[src/include/nice_cfg.svh]
`ifndef NICE_CFG_SVH
`define NICE_CFG_SVH

// data and address widths
`define NICE_XLEN          32
`define NICE_ADDR_SIZE     32

// picture buffer, one jlsd burst fills it
// depth must stay a power of two, 2 to 256
`define NICE_PIC_WORDS     16
`define NICE_PIC_IDX_W     4

// byte step between two burst words
`define NICE_WORD_BYTES    4

// icb size code of a 32 bit access
`define NICE_CMD_SIZE_WORD 2'b10

// custom3 opcode, r type only
`define NICE_OPC_CUSTOM3   7'b1111011

// jlsd, picture load
`define NICE_F3_JLSD       3'b010
`define NICE_F7_JLSD       7'b0000000
// jact, activation
`define NICE_F3_JACT       3'b011
`define NICE_F7_JACT       7'b0000110

`endif

[src/hw/nice_pkg.sv]
`default_nettype none

`include "nice_cfg.svh"

package nice_pkg;

   // one word on request, response and memory data
   typedef logic [`NICE_XLEN-1:0] word_t;

   // icb byte address
   typedef logic [`NICE_ADDR_SIZE-1:0] addr_t;

   // picture buffer entry number
   typedef logic [`NICE_PIC_IDX_W-1:0] pic_idx_t;

   // decoded instruction kind
   typedef enum logic [1:0] {
      op_jlsd    = 2'd0,
      op_jact    = 2'd1,
      op_illegal = 2'd2
   } nice_op_e;

   // sequencer states
   // st_load covers the whole memory burst
   typedef enum logic [1:0] {
      st_idle = 2'd0,
      st_load = 2'd1,
      st_resp = 2'd2
   } nice_state_e;

endpackage

`default_nettype wire

[src/hw/nice_decode.sv]
`timescale 1ns/100ps
`default_nettype none

`include "nice_cfg.svh"

module nice_decode (
   input  nice_pkg::word_t    req_inst,
   input  logic               req_valid,
   output nice_pkg::nice_op_e op
);
   import nice_pkg::*;

   logic [6:0] opcode;
   logic [2:0] func3;
   logic [6:0] func7;
   logic       is_custom3;
   logic       is_jlsd;
   logic       is_jact;

   ////////////////////
   // field split
   ////////////////////

   // r type layout
   assign opcode = req_inst[6:0];
   assign func3  = req_inst[14:12];
   assign func7  = req_inst[31:25];

   // nothing decodes without a request
   assign is_custom3 = req_valid & (opcode == `NICE_OPC_CUSTOM3);

   ////////////////////
   // function match
   ////////////////////

   // jlsd, burst load from rs1
   assign is_jlsd = is_custom3 &
                    (func3 == `NICE_F3_JLSD) &
                    (func7 == `NICE_F7_JLSD);

   // jact, activation of one buffered word
   assign is_jact = is_custom3 &
                    (func3 == `NICE_F3_JACT) &
                    (func7 == `NICE_F7_JACT);

   // everything else is answered as illegal
   always_comb begin
      if (is_jlsd) begin
         op = op_jlsd;
      end else if (is_jact) begin
         op = op_jact;
      end else begin
         op = op_illegal;
      end
   end

endmodule

`default_nettype wire

[src/hw/nice_seq.sv]
`timescale 1ns/100ps
`default_nettype none

`include "nice_cfg.svh"

module nice_seq (
   input  logic                  nice_clk,
   input  logic                  rst,
   input  logic                  req_valid,
   input  nice_pkg::nice_op_e    op,
   input  logic                  icb_cmd_ready,
   input  logic                  icb_rsp_valid,
   input  logic                  icb_rsp_err,
   input  logic                  rsp_ready,
   output logic                  req_ready,
   output nice_pkg::nice_state_e state,
   output logic                  burst_start,
   output logic                  load_done,
   output logic                  err_sticky,
   output logic                  nice_active,
   output logic                  nice_mem_holdup
);
   import nice_pkg::*;

   nice_state_e state_nxt;
   pic_idx_t    rsp_cnt;
   logic        err_r;
   logic        req_hsk;
   logic        rsp_take;
   logic        load_err;

   ////////////////////
   // request side
   ////////////////////

   // jlsd waits for the memory to take its first command
   assign req_ready = (state == st_idle) & req_valid &
                      ((op == op_jlsd) ? icb_cmd_ready : 1'b1);
   assign req_hsk     = req_valid & req_ready;
   assign burst_start = req_hsk & (op == op_jlsd);

   // memory responses only count inside a burst
   assign rsp_take  = (state == st_load) & icb_rsp_valid;
   assign load_done = rsp_take & (rsp_cnt == pic_idx_t'(`NICE_PIC_WORDS - 1));
   assign load_err  = rsp_take & icb_rsp_err;

   // next state
   always_comb begin
      state_nxt = state;
      case (state)
         st_idle: begin
            if (req_hsk) begin
               state_nxt = (op == op_jlsd) ? st_load : st_resp;
            end
         end
         st_load: begin
            if (load_done) begin
               state_nxt = st_resp;
            end
         end
         st_resp: begin
            // rsp_valid is high for the whole of st_resp
            if (rsp_ready) begin
               state_nxt = st_idle;
            end
         end
         default: state_nxt = st_idle;
      endcase
   end

   always_ff @(posedge nice_clk) begin
      if (rst) begin
         state <= st_idle;
      end else begin
         state <= state_nxt;
      end
   end

   // response counter, matches the buffer write order
   always_ff @(posedge nice_clk) begin
      if (rst) begin
         rsp_cnt <= '0;
      end else if (burst_start) begin
         rsp_cnt <= '0;
      end else if (rsp_take) begin
         rsp_cnt <= rsp_cnt + 1'b1;
      end
   end

   ////////////////////
   // error bit
   ////////////////////

   // illegal starts set, a burst starts clear
   always_ff @(posedge nice_clk) begin
      if (rst) begin
         err_r <= 1'b0;
      end else if (req_hsk) begin
         err_r <= (op == op_illegal);
      end else if (load_err) begin
         err_r <= 1'b1;
      end
   end

   // includes the response landing this cycle
   assign err_sticky = (state == st_idle) ? (op == op_illegal) : (err_r | load_err);

   assign nice_active     = (state == st_idle) ? req_valid : 1'b1;
   assign nice_mem_holdup = (state == st_load);

   a_resp_hold: assert property (@(posedge nice_clk) disable iff (rst)
      (state == st_resp) && !rsp_ready |=> state == st_resp);

endmodule

`default_nettype wire

[src/hw/nice_lsu.sv]
`timescale 1ns/100ps
`default_nettype none

`include "nice_cfg.svh"

module nice_lsu (
   input  logic            nice_clk,
   input  logic            rst,
   input  logic            burst_start,
   input  nice_pkg::addr_t req_rs1,
   input  logic            icb_cmd_ready,
   output logic            icb_cmd_valid,
   output nice_pkg::addr_t icb_cmd_addr
);
   import nice_pkg::*;

   addr_t    addr_acc;
   pic_idx_t cmd_cnt;
   logic     busy;
   logic     cmd_hsk;
   logic     cmd_last;

   ////////////////////
   // command channel
   ////////////////////

   // first command leaves with the request handshake
   assign icb_cmd_valid = burst_start | busy;
   assign icb_cmd_addr  = burst_start ? req_rs1 : addr_acc;
   assign cmd_hsk       = icb_cmd_valid & icb_cmd_ready;

   // cmd_cnt holds the number already accepted
   assign cmd_last = (cmd_cnt == pic_idx_t'(`NICE_PIC_WORDS - 1));

   // next word address
   always_ff @(posedge nice_clk) begin
      if (cmd_hsk) begin
         addr_acc <= icb_cmd_addr + addr_t'(`NICE_WORD_BYTES);
      end
   end

   // burst control
   always_ff @(posedge nice_clk) begin
      if (rst) begin
         busy    <= 1'b0;
         cmd_cnt <= '0;
      end else if (burst_start) begin
         // req_ready made sure this one was taken
         busy    <= 1'b1;
         cmd_cnt <= pic_idx_t'(1);
      end else if (cmd_hsk) begin
         cmd_cnt <= cmd_cnt + 1'b1;
         if (cmd_last) begin
            busy <= 1'b0;
         end
      end
   end

   a_cmd_hold: assert property (@(posedge nice_clk) disable iff (rst)
      icb_cmd_valid && !icb_cmd_ready |=> icb_cmd_valid && $stable(icb_cmd_addr));

endmodule

`default_nettype wire

[src/hw/nice_picbuf.sv]
`timescale 1ns/100ps
`default_nettype none

`include "nice_cfg.svh"

module nice_picbuf (
   input  logic               nice_clk,
   input  logic               rst,
   input  logic               burst_start,
   input  logic               wr_en,
   input  nice_pkg::word_t    wr_data,
   input  nice_pkg::pic_idx_t rd_idx,
   output nice_pkg::word_t    act_data,
   output nice_pkg::word_t    last_data
);
   import nice_pkg::*;

   word_t    pic_mem [`NICE_PIC_WORDS];
   pic_idx_t wr_idx;
   pic_idx_t prev_idx;
   word_t    rd_word;

   ////////////////////
   // write side
   ////////////////////

   // entry i takes response i of the burst
   always_ff @(posedge nice_clk) begin
      if (rst) begin
         wr_idx <= '0;
      end else if (burst_start) begin
         wr_idx <= '0;
      end else if (wr_en) begin
         wr_idx <= wr_idx + 1'b1;
      end
   end

   always_ff @(posedge nice_clk) begin
      if (wr_en) begin
         pic_mem[wr_idx] <= wr_data;
      end
   end

   // newest word, the one landing now wins
   assign prev_idx  = wr_idx - 1'b1;
   assign last_data = wr_en ? wr_data : pic_mem[prev_idx];

   ////////////////////
   // activation port
   ////////////////////

   assign rd_word = pic_mem[rd_idx];

   // negative words clamp to zero
   assign act_data = rd_word[`NICE_XLEN-1] ? '0 : rd_word;

endmodule

`default_nettype wire

[src/hw/nice_rsp.sv]
`timescale 1ns/100ps
`default_nettype none

`include "nice_cfg.svh"

module nice_rsp (
   input  logic                  nice_clk,
   input  logic                  rst,
   input  nice_pkg::nice_state_e state,
   input  nice_pkg::nice_op_e    op,
   input  nice_pkg::word_t       act_data,
   input  nice_pkg::word_t       last_data,
   input  logic                  err_sticky,
   input  logic                  rsp_ready,
   output logic                  rsp_valid,
   output nice_pkg::word_t       rsp_rdat,
   output logic                  rsp_err
);
   import nice_pkg::*;

   word_t res_data;
   logic  hold;

   ////////////////////
   // result select
   ////////////////////

   // illegal answers zero data
   always_comb begin
      case (op)
         op_jlsd: res_data = last_data;
         op_jact: res_data = act_data;
         default: res_data = '0;
      endcase
   end

   // response is up for the whole of st_resp
   assign rsp_valid = (state == st_resp);

   // frozen while the core waits on rsp_ready
   assign hold = rsp_valid & ~rsp_ready;

   // last load before freezing is the edge into st_resp
   always_ff @(posedge nice_clk) begin
      if (!hold) begin
         rsp_rdat <= res_data;
      end
   end

   always_ff @(posedge nice_clk) begin
      if (rst) begin
         rsp_err <= 1'b0;
      end else if (!hold) begin
         rsp_err <= err_sticky;
      end
   end

   a_rsp_stable: assert property (@(posedge nice_clk) disable iff (rst)
      rsp_valid && !rsp_ready |=>
         rsp_valid && $stable(rsp_rdat) && $stable(rsp_err));

endmodule

`default_nettype wire

[src/hw/nice_core.sv]
`timescale 1ns/100ps
`default_nettype none

`include "nice_cfg.svh"

module nice_core (
   input  logic               nice_clk,
   input  logic               rst,
   output logic               nice_active,
   output logic               nice_mem_holdup,
   input  logic               req_valid,
   output logic               req_ready,
   input  nice_pkg::word_t    req_inst,
   input  nice_pkg::word_t    req_rs1,
   input  nice_pkg::word_t    req_rs2,
   output logic               rsp_valid,
   input  logic               rsp_ready,
   output nice_pkg::word_t    rsp_rdat,
   output logic               rsp_err,
   output logic               icb_cmd_valid,
   input  logic               icb_cmd_ready,
   output nice_pkg::addr_t    icb_cmd_addr,
   output logic               icb_cmd_read,
   output nice_pkg::word_t    icb_cmd_wdata,
   output logic [1:0]         icb_cmd_size,
   input  logic               icb_rsp_valid,
   output logic               icb_rsp_ready,
   input  nice_pkg::word_t    icb_rsp_rdata,
   input  logic               icb_rsp_err
);
   import nice_pkg::*;

   nice_op_e    dec_op;
   nice_op_e    op_r;
   nice_op_e    op_cur;
   nice_state_e state;
   pic_idx_t    idx_r;
   pic_idx_t    rd_idx;
   word_t       act_data;
   word_t       last_data;
   logic        req_hsk;
   logic        burst_start;
   logic        load_done;
   logic        err_sticky;
   logic        wr_en;

   ////////////////////
   // request capture
   ////////////////////

   // rs2 has no use in jlsd or jact
   assign req_hsk = req_valid & req_ready;

   always_ff @(posedge nice_clk) begin
      if (rst) begin
         op_r <= op_illegal;
      end else if (req_hsk) begin
         op_r <= dec_op;
      end
   end

   always_ff @(posedge nice_clk) begin
      if (req_hsk) begin
         idx_r <= req_rs1[`NICE_PIC_IDX_W-1:0];
      end
   end

   // idle works on the live request, later on the captured one
   assign op_cur = (state == st_idle) ? dec_op : op_r;
   assign rd_idx = (state == st_idle) ? req_rs1[`NICE_PIC_IDX_W-1:0] : idx_r;

   // every response in a burst goes to the buffer
   assign wr_en = (state == st_load) & icb_rsp_valid & icb_rsp_ready;

   ////////////////////
   // fixed icb fields
   ////////////////////

   // read only, whole words
   assign icb_cmd_read  = 1'b1;
   assign icb_cmd_wdata = '0;
   assign icb_cmd_size  = `NICE_CMD_SIZE_WORD;
   assign icb_rsp_ready = 1'b1;

   nice_decode u_decode (
      .req_inst  (req_inst),
      .req_valid (req_valid),
      .op        (dec_op)
   );

   nice_seq u_seq (
      .nice_clk        (nice_clk),
      .rst             (rst),
      .req_valid       (req_valid),
      .op              (op_cur),
      .icb_cmd_ready   (icb_cmd_ready),
      .icb_rsp_valid   (icb_rsp_valid),
      .icb_rsp_err     (icb_rsp_err),
      .rsp_ready       (rsp_ready),
      .req_ready       (req_ready),
      .state           (state),
      .burst_start     (burst_start),
      .load_done       (load_done),
      .err_sticky      (err_sticky),
      .nice_active     (nice_active),
      .nice_mem_holdup (nice_mem_holdup)
   );

   nice_lsu u_lsu (
      .nice_clk      (nice_clk),
      .rst           (rst),
      .burst_start   (burst_start),
      .req_rs1       (addr_t'(req_rs1)),
      .icb_cmd_ready (icb_cmd_ready),
      .icb_cmd_valid (icb_cmd_valid),
      .icb_cmd_addr  (icb_cmd_addr)
   );

   nice_picbuf u_picbuf (
      .nice_clk    (nice_clk),
      .rst         (rst),
      .burst_start (burst_start),
      .wr_en       (wr_en),
      .wr_data     (icb_rsp_rdata),
      .rd_idx      (rd_idx),
      .act_data    (act_data),
      .last_data   (last_data)
   );

   nice_rsp u_rsp (
      .nice_clk   (nice_clk),
      .rst        (rst),
      .state      (state),
      .op         (op_cur),
      .act_data   (act_data),
      .last_data  (last_data),
      .err_sticky (err_sticky),
      .rsp_ready  (rsp_ready),
      .rsp_valid  (rsp_valid),
      .rsp_rdat   (rsp_rdat),
      .rsp_err    (rsp_err)
   );

   // jlsd answers with the word of the final memory response
   a_load_result: assert property (@(posedge nice_clk) disable iff (rst)
      load_done |=> rsp_valid && (rsp_rdat == $past(icb_rsp_rdata)));

endmodule

`default_nettype wire

[config.mk]
export PLATFORM = sky130hd
export DESIGN_NAME = nice_core
export DESIGN_NICKNAME = d
export VERILOG_FILES = /design/src/hw/nice_pkg.sv /design/src/hw/nice_decode.sv /design/src/hw/nice_seq.sv /design/src/hw/nice_lsu.sv /design/src/hw/nice_picbuf.sv /design/src/hw/nice_rsp.sv /design/src/hw/nice_core.sv
export VERILOG_INCLUDE_DIRS = /design/src /design/src/include
export SDC_FILE = /design/constraint.sdc
export NUM_CORES = 1
export LEC_CHECK = 0
export BUFFER_PORTS_ARGS = -buffer_cell sky130_fd_sc_hd__buf_2
export CORE_AREA = 2 2 234 259
export CTS_CLUSTER_DIAMETER = 200
export CTS_CLUSTER_SIZE = 12
export DETAILED_ROUTE_END_ITERATION = 10
export DIE_AREA = 0 0 236 261
export PLACE_DENSITY = 0.68
export SLEW_MARGIN = 20
export SYNTH_ARGS = -nofsm -noshare
export SYNTH_HDL_FRONTEND = slang
export SYNTH_SLANG_ARGS = --single-unit
[constraint.sdc]
create_clock -name nice_clk -period 13.8 [get_ports nice_clk]
set_clock_uncertainty 0.2 [all_clocks]
set_input_delay 2.76 -clock nice_clk [delete_from_list [all_inputs] [get_ports nice_clk]]
set_output_delay 2.76 -clock nice_clk [all_outputs]
set_load 0.01 [all_outputs]
Word level (Yosys, flattened, before mapping)
Memories as Yosys holds them, arrays and structs flattened.
Index checks and enable logic that the tools add are counted.

storage, ports and cells
  flip-flop bits (word level) = 87
  latch bits = 0
  RAM bits = 512
  bits in read-only memories = 0
  input port bits = 135
  output and inout port bits = 106
  logic and storage cells = 82
  memories kept = 1

operators by class
  $add $sub $neg = 5
  multiply operators = 0
  div/mod/pow operators = 0
  magnitude comparators = 0
  equality and inequality tests = 13
  shift-type cells = 0
  muxes and demuxes = 25
  bitwise gates (word level) = 17
  reductions and logical operators = 9

memories
  name              depth  bits a word  read ports  clocked after Yosys merged registers in  wr ports  line               RTL
  u_picbuf.pic_mem  16     32           2           0                                        1         nice_picbuf.sv:18  word_t pic_mem [`NICE_PIC_WORDS];

operators with widths
  cell                     count
  $mux W32                 2
  $pmux W32 S2             1
  $add A32 B3 Y32 const B  1
  $mux W31                 1
  $and A1 B1 Y1            14
  $mux W2                  7
  $add A4 B1 Y4 const B    3
  $mux W1                  12
  $eq A4 B4 Y1 const B     2
  $eq A7 B3 Y1 const B     1
  $eq A7 B7 Y1 const B     1
  $logic_not A7 Y1         1
  $eq A3 B2 Y1 const B     2
  $pmux W2 S3              1
  $reduce_bool A2 Y1       3
  $eq A2 B1 Y1 const B     2
  $eq A2 B2 Y1 const B     2
  $logic_not A2 Y1         2
  $mux W4                  1
  $ne A2 B1 Y1 const B     2
  $sub A4 B1 Y4 const B    1
  $reduce_and A3 Y1        1
  $ne A2 B2 Y1 const B     1
  $or A1 B1 Y1             2
  other kinds (3)          3

Longest topological paths before layout
Gate-level depths: netlist of run 1.

  word-level depth = 16
  depth in mapped cells = 17

Modules after synthesis
Synthesis of run 1 repeated with hierarchy kept, for this count alone.

second synthesis, totals
  cell total of the unflattened synthesis = 1644
  area, all modules = 28941.5 µm²

by module, submodules not included
  module       instances  cells each  area each (µm²)  seq. area each (µm²)
  nice_picbuf  1          1203        23938.0          15454.8
  nice_lsu     1          216         2467.4           1061.0
  nice_rsp     1          109         1516.5           980.9
  nice_core    1          60          566.8            160.2
  nice_seq     1          47          391.6            140.1
  nice_decode  1          9           61.3             0.0

Worst setup path after synthesis of run 1
OpenSTA, ideal clock, no wires.

  kind = input-to-output
  from = input req_inst[14]
  to = output icb_cmd_addr[22]
  arrival = 4.357 ns
  required time = 10.840 ns
  slack = 6.483 ns
  stages on the path = 7
  path buffers = 2
  cell sequence = or4_4 > nor3_4 > and4_1 > buf_2 > buf_6 > mux2i_1 > inv_1

on the way
  longest elaborated chain between the ends = 12
  elaborated cells on any way between the ends = 15
  those cells by class = 2 x eq/ne; 5 x mux; 7 x bitwise; 1 x reduce/logical

RTL lines
  what                           line                            RTL
  start, declared                nice_core.sv:13                 input nice_pkg::word_t req_inst,
  $eq A3 B2 Y1 (no source line)  -
  $and A1 B1 Y1 (2 in a row)     nice_decode.sv:42               assign is_jact = is_custom3 &
  $mux W2                        nice_decode.sv:50               end else if (is_jact) begin
  $mux W2 *                      nice_decode.sv:48               if (is_jlsd) begin
  $mux W2 *                      nice_core.sv:69                 assign op_cur = (state == st_idle) ? dec_op : op_r;
  $logic_not A2 Y1 *             nice_seq.sv:38, nice_seq.sv:40
  $mux W1                        nice_seq.sv:38                  ((op == op_jlsd) ? icb_cmd_ready : 1'b1);
  $and A1 B1 Y1                  nice_seq.sv:37                  assign req_ready = (state == st_idle) & req_valid &
  $and A1 B1 Y1                  nice_seq.sv:39                  assign req_hsk = req_valid & req_ready;
  $and A1 B1 Y1 *                nice_seq.sv:40                  assign burst_start = req_hsk & (op == op_jlsd);
  $mux W32 *                     nice_lsu.sv:29                  assign icb_cmd_addr = burst_start ? req_rs1 : addr_acc;
  end, declared                  nice_core.sv:22                 output nice_pkg::addr_t icb_cmd_addr,

Mark *: on every way between the ends. The rest lies on a longest branch, timed or not.

Worst setup path after layout of run 1
Same ends and word-level chain as after synthesis.

==> impl_metrics.csv, run 1 <==
group,metric,value,unit
outcome,status,"finished clean",
min_path,hold_class,"register to register",
synthesis,synth.distinct_cells,62,
synthesis,syn_avg_cell_area,13.6,um2
pwr,leakagePower,10.6,nW
critical_path,end_kind,"output port",
placement,place_area,0.0305,mm2
pwr,power.density,114,mW/mm2
timing,slew_violations,0,
timing,relSlewSlack,22.6,%
cts,h-tree-depth,2,
critical_path,start_kind,"input pin",
critical_path,arrival,5.22,ns
placement,gp_congestion,0.844,
cts,cts_root_buf,"clkbuf_16",
routing,via_count,19732,
die,fp.dieW,236,um
critical_path,crit_chain,"buf_2 > or4_4 > nor3_4 > and4_2 > mux2i_1 > inv_1 > buf_2",
routing,routed_wl,81400,um
critical_path,cp_num_buf_inv,3,
cells_and_area,n_fill_cell,4785,
routing,drc,0,
critical_path,crit_required,10.84,ns
grt,antenna_found_initial,8,
synthesis,synth_flop_cell,"edfxtp_1",
synthesis,synthCells,2145,
grt,grt_usage,26.0,%
timing,setup_tns,0,ns
placement,hpwl,44000,um
synthesis,synth_most_common_cell,"edfxtp_1",
die,die_h,261,um
cts,cts_resized,0,
cts,cts.clk_slew.worst_paths,0.06,ns
grt,grt_pass1_wl,120000,um
die,initial_utilization,49.3,%
synthesis,synthArstFlopShare,0,%
critical_path,r2r_setup_slack,8.80,ns
critical_path,crit_type,"input pin to output port",
synthesis,syn_area,0.0292,mm2
cts,cts_num_sinks,599,
routing,postRouteAntennaNets,0,
synthesis,yosysSeqAreaShare,61.0,%
grt,grt_max_degree,183,
die,num_rows,94,
die,core_area,0.0592,mm2
grt,busiest_layer,"met2",
grt,overflow,0,
routing,drtIter0Drc,2495,
timing,rsz0062_at_grt,"no",
grt,grt_pass1_vias,19635,
synthesis,ys_ff_latch,599,
synthesis,ys_top_cells_by_count,"edfxtp_1, nand2_1, mux4_2",
synthesis,synth_top_area_share,59.7,%
critical_path,crit_family,"simple AND/OR/NAND/NOR gates",
grt,grt.met2_usage,43.6,%
pwr,irDropWorstVdd,0.0956,mV
cells_and_area,fin_area,0.0320,mm2
cells_and_area,drive_gt1_share,20.6,%
synthesis,ys_warn_count,0,
synthesis,synth_largest_area_cell,"edfxtp_1",
timing,hold_violations,0,
synthesis,synth_area_leaders,"edfxtp_1, mux4_2, nand2_1",
die,pin_count,241,
synthesis,synth_edf_count,580,
routing,routed_via_density,6.53,
critical_path,crit_fanout,48,
cells_and_area,area_growth,9.68,%
timing,tightestPinTransition,1.16,ns
grt,met1_usage,33.2,%
timing,setup_violations,0,
timing,period_share,59.2,%
placement,portBuffers,157,
die,die_area,0.0616,mm2
critical_path,cp_common_cell,"buf_2",
cells_and_area,nNetsFinal,2380,
job,drv_cap,0,
cts,clk_latency,0.62,ns
routing,dr.pass1.iters,6,
cts,clockBufferDepth,3,
critical_path,slowest_stage,"and4_2",
cts,cts_inserted_buffers,55,
cts,cts_tree,"yes",
timing,finalCriticalPeriod,8.18,ns
routing,avgRoutedWirePerCell,27.0,um
cts,holdBufCountCts,0,
cts,postCtsSetupRepairBufs,0,
timing,fmax,122,MHz
grt,met3_usage,5.70,%
critical_path,cpPeakStageDelay,0.90,ns
placed cells by master, fill, tap and decap left out, types with 9 or more instances in the layout:
master,n
a21oi_1,45
a221oi_1,33
a31oi_1,42
a32oi_1,32
and3_1,11
buf_2,157
buf_4,42
clkbuf_1,10
clkbuf_16,57
conb_1,36
dfxtp_1,18
edfxtp_1,580
inv_1,12
mux2i_1,71
mux4_2,160
nand2_1,469
nand3_1,83
nand4_1,110
nor2_1,27
nor2_4,15
nor3_1,9
o21ai_0,75
o2bb2ai_1,31
xnor2_1,21
xor2_1,16
flip-flops by register name, summed over array words and instances (netlist names):
register	flops
u_picbuf.pic_mem	512
op_r	2
u_rsp.rsp_rdat	32
u_seq.err_r	1
u_lsu.addr_acc	32
u_lsu.cmd_cnt	4
u_rsp.rsp_err	1
u_seq.rsp_cnt	4
u_seq.state	2
u_lsu.busy	1
idx_r	4
u_picbuf.wr_idx	4
worst reg2reg max path, stage by stage (launching register included):
cell,delay (ns)
dfxtp_1,0.53
or2_1,0.76
mux2_4,0.98
nand2_1,0.88
buf_4,0.56
a221oi_1,0.29
a31oi_1,0.06
o21ai_0,0.14
o2bb2ai_1,0.32
cell type report:
type | count | area [um2] | share of cell area [%]
clock buffers | 67 | 1460 | 4.58
clock inverters | 1 | 20.0 | 0.0626
inverters | 13 | 48.8 | 0.153
multi-input cells | 1368 | 10500 | 33.0
well taps | 768 | 961 | 3.00
repair buffers | 201 | 1130 | 3.54
flip-flops and latches | 599 | 17800 | 55.7
diodes | 4 | 10.0 | 0.0313
layer usage:
| layer | wire [um] | up-vias |
|---|---|---|
| li1 | - | 8447 |
| met1 | 30000 | 9907 |
| met2 | 40300 | 1140 |
| met3 | 8090 | 232 |
| met4 | 3060 | 6 |
| met5 | 37 | - |
power by group:
group,leakage (nW),internal [mW],switching (mW)
Clock,0.724,0.734,0.634
Combinational,4.57,0.0822,0.190
Sequential,5.35,2.00,0.00395
Total,10.6,2.82,0.828
per-stage QoR:
step                      hold slack (ns)  std cells  power [mW]  utilization [%]  worst slack (ns)
after floorplan                     0.244       2179        2.22                -              6.48
after global placement              0.243       2949        2.30             51.5              5.66
after detailed placement            0.252       2949        2.31             51.5              5.65
after CTS                           0.260       3017        3.65             54.0              5.64
after global routing                0.284       3020        3.74             54.1              5.45
final                               0.255       3021        3.64             54.1              5.62
cells by family (layout without fill, tap and decap cells):
group                    Yosys count  in the layout  share of synthesized area (%)
AO/OA/AOI/OAI                    282            282                           6.64
XOR/XNOR                          39             39                           1.17
adder cells (fa/ha/maj)            7              7                          0.300
buffers and inverters            212            282                           3.99
flip-flops                       599            599                           61.0
multiplexers                     237            237                           15.0
other                              2             40                         0.0258
AND/OR/NAND/NOR                  767            767                           11.8
final timing paths:
check,from,endpoint,cells past startpoint
max,req_inst[14],icb_cmd_addr[22],7
min,u_rsp.rsp_err,u_rsp.rsp_err,2
max reg2reg,u_seq.state[0],u_rsp.rsp_rdat[1],8
min reg2reg,u_rsp.rsp_err,u_rsp.rsp_err,2
Note: power is estimated with default switching activity, not from simulation.
==> run 2, diff against run 1 <==
==> constraint.sdc (replaced) <==
create_clock -name nice_clk -period 7.8 [get_ports nice_clk]
set_clock_uncertainty 0.2 [all_clocks]
set_input_delay 1.56 -clock nice_clk [delete_from_list [all_inputs] [get_ports nice_clk]]
set_output_delay 1.56 -clock nice_clk [all_outputs]
set_load 0.01 [all_outputs]
==> impl_metrics.csv, run 2 (synthesized netlist as in run 1, its figures left out) <==
group,metric,value,unit
die,die_area,0.0616,mm2
timing,rsz0062_at_grt,"no",
timing,timing.hold.ws,0.264,ns
pwr,p_int,4.94,mW
pwr,p_total,6.41,mW
critical_path,start_kind,"input pin",
critical_path,arrival,4.01,ns
timing,fmax,173,MHz
routing,via_count,19929,
cells_and_area,layoutNonFillerInstCount,3021,
pwr,leakagePower,10.6,nW
outcome,status,"finished clean",
critical_path,reg2reg_from,"u_seq.state[0]",
cells_and_area,drive_gt1_share,20.6,%
min_path,hold_path_depth,2,
grt,antenna_found_initial,6,
placement,portBuffers,157,
timing,setup_tns,0,ns
critical_path,crit_type,"input pin to output port",
routing,routed_via_density,6.60,
cells_and_area,regMostFlops,"u_picbuf.pic_mem",
cts,clockBufferDepth,3,
die,core_area,0.0592,mm2
die,num_rows,94,
critical_path,crit_fanout,48,
critical_path,end_kind,"output port",
pwr,clock_power_share,37.2,%
cts,cts_resized,0,
cells_and_area,final_cell_mix,"edfxtp_1, nand2_1, mux4_2, buf_2, nand4_1",
critical_path,r2r_cells,8,
cts,clk_latency,0.63,ns
timing,tightestPinTransition,1.12,ns
routing,postRouteAntennaNets,0,
routing,avgRoutedWirePerCell,27.2,um
min_path,hold_class,"register to register",
grt,grt_usage,26.1,%
timing,slew_violations,0,
timing,hold_violations,0,
critical_path,r2r_setup_slack,3.06,ns
cts,h-tree-depth,2,
timing,relSlewSlack,25.5,%
cts,holdBufCountCts,0,
pwr,p_seq_share,55.3,%
cells_and_area,reg_top3,"u_picbuf.pic_mem (512), u_lsu.addr_acc (32), u_rsp.rsp_rdat (32)",
die,fp.dieW,236,um
die,initial_utilization,49.3,%
cts,cts_num_sinks,599,
timing,timing.final.ws_setup,2.03,ns
placement,dp_slack,2.03,ns
grt,grt_max_degree,98,
min_path,min_from,"u_rsp.rsp_err",
critical_path,r2r_end,"u_rsp.rsp_rdat[1]",
grt,grt_pass1_wl,121000,um
job,drv_cap,0,
die,die_h,261,um
cells_and_area,area_growth,9.59,%
cts,cts.clk_slew.worst_paths,0.06,ns
cts,cts_tree,"yes",
cts,cts_inserted_buffers,55,
placement,gp_congestion,0.842,
routing,dr.pass1.iters,6,
grt,overflow,0,
placement,hpwl,44400,um
cells_and_area,layout_commonest_cell,"edfxtp_1",
cts,cts_root_buf,"clkbuf_16",
die,pin_count,241,
timing,period_share,74.0,%
routing,drtIter0Drc,2551,
timing,setup_violations,0,
cells_and_area,nNetsFinal,2380,
critical_path,crit_required,6.04,ns
pwr,power.density,201,mW/mm2
routing,drc,0,
pwr,combPwrFrac,7.6,%
pwr,swShare,22.9,%
pwr,irDropWorstVdd,0.158,mV
timing,finalCriticalPeriod,5.77,ns
placement,dp.cells,2949,
cells_and_area,largest_register_ffs,512,
pwr,power_switching,1.47,mW
grt,grt_pass1_vias,19759,
min_path,hold-path-endpoint,"u_rsp.rsp_err",
cts,postCtsSetupRepairBufs,0,
routing,routed_wl,82200,um
run 2: power by group through the flow:
stage | logic, mW | registers [mW] | clock network [mW]
2_1_floorplan | 0.307 | 3.62 | 0
3_3_place_gp | 0.467 | 3.61 | 0
3_5_place_dp | 0.475 | 3.61 | 0
4_1_cts | 0.476 | 3.54 | 2.42
5_1_grt | 0.520 | 3.54 | 2.52
6_report | 0.485 | 3.54 | 2.39
run 2: layout make-up:
| type | count | area [um2] |
|---|---|---|
| sequential | 599 | 17800 |
| clock buffer | 65 | 1410 |
| multi-input combinational | 1368 | 10500 |
| clock inverter | 2 | 28.8 |
| timing repair buffer | 201 | 1140 |
| antenna | 5 | 12.5 |
| fill | 4731 | 27200 |
| tap | 768 | 961 |
| inverter | 13 | 48.8 |
run 2: worst max-delay path by stage:
| stage | start | depth (start not counted) | slack, ns | endpoint |
|---|---|---|---|---|
| 3_5_place_dp | req_inst[14] | 7 | 2.03 | icb_cmd_addr[4] |
| 5_1_grt | req_inst[14] | 7 | 1.88 | icb_cmd_addr[4] |
| 4_1_cts | req_inst[14] | 7 | 2.02 | icb_cmd_addr[4] |
| 3_3_place_gp | req_inst[14] | 7 | 2.07 | icb_cmd_addr[4] |
| 6_report | req_inst[14] | 7 | 2.03 | icb_cmd_addr[4] |
| 2_1_floorplan | icb_rsp_valid | 4 | 2.69 | u_picbuf.pic_mem[0][0] |
run 2: through the flow:
step | util (%) | area, um2
2_1_floorplan | - | 29300
3_3_place_gp | 51.6 | 30500
3_5_place_dp | 51.6 | 30500
4_1_cts | 54.0 | 31900
5_1_grt | 54.0 | 32000
6_report | 54.0 | 32000
run 2: critical path, cell delays in order:
cell and delay [ns]:
buf_2 0.11, or4_4 0.55, nor3_4 0.23, and4_2 0.91, mux2i_1 0.35, inv_1 0.13, buf_2 0.16
run 2: layer usage:
layer / global-route usage, % / routed length (um) / vias up
met5: 0 / 28 / -
met4: 13.3 / 3830 / 4
met3: 4.92 / 7760 / 274
met2: 43.4 / 39900 / 1221
met1: 33.2 / 30700 / 9980
li1: - / - / 8450
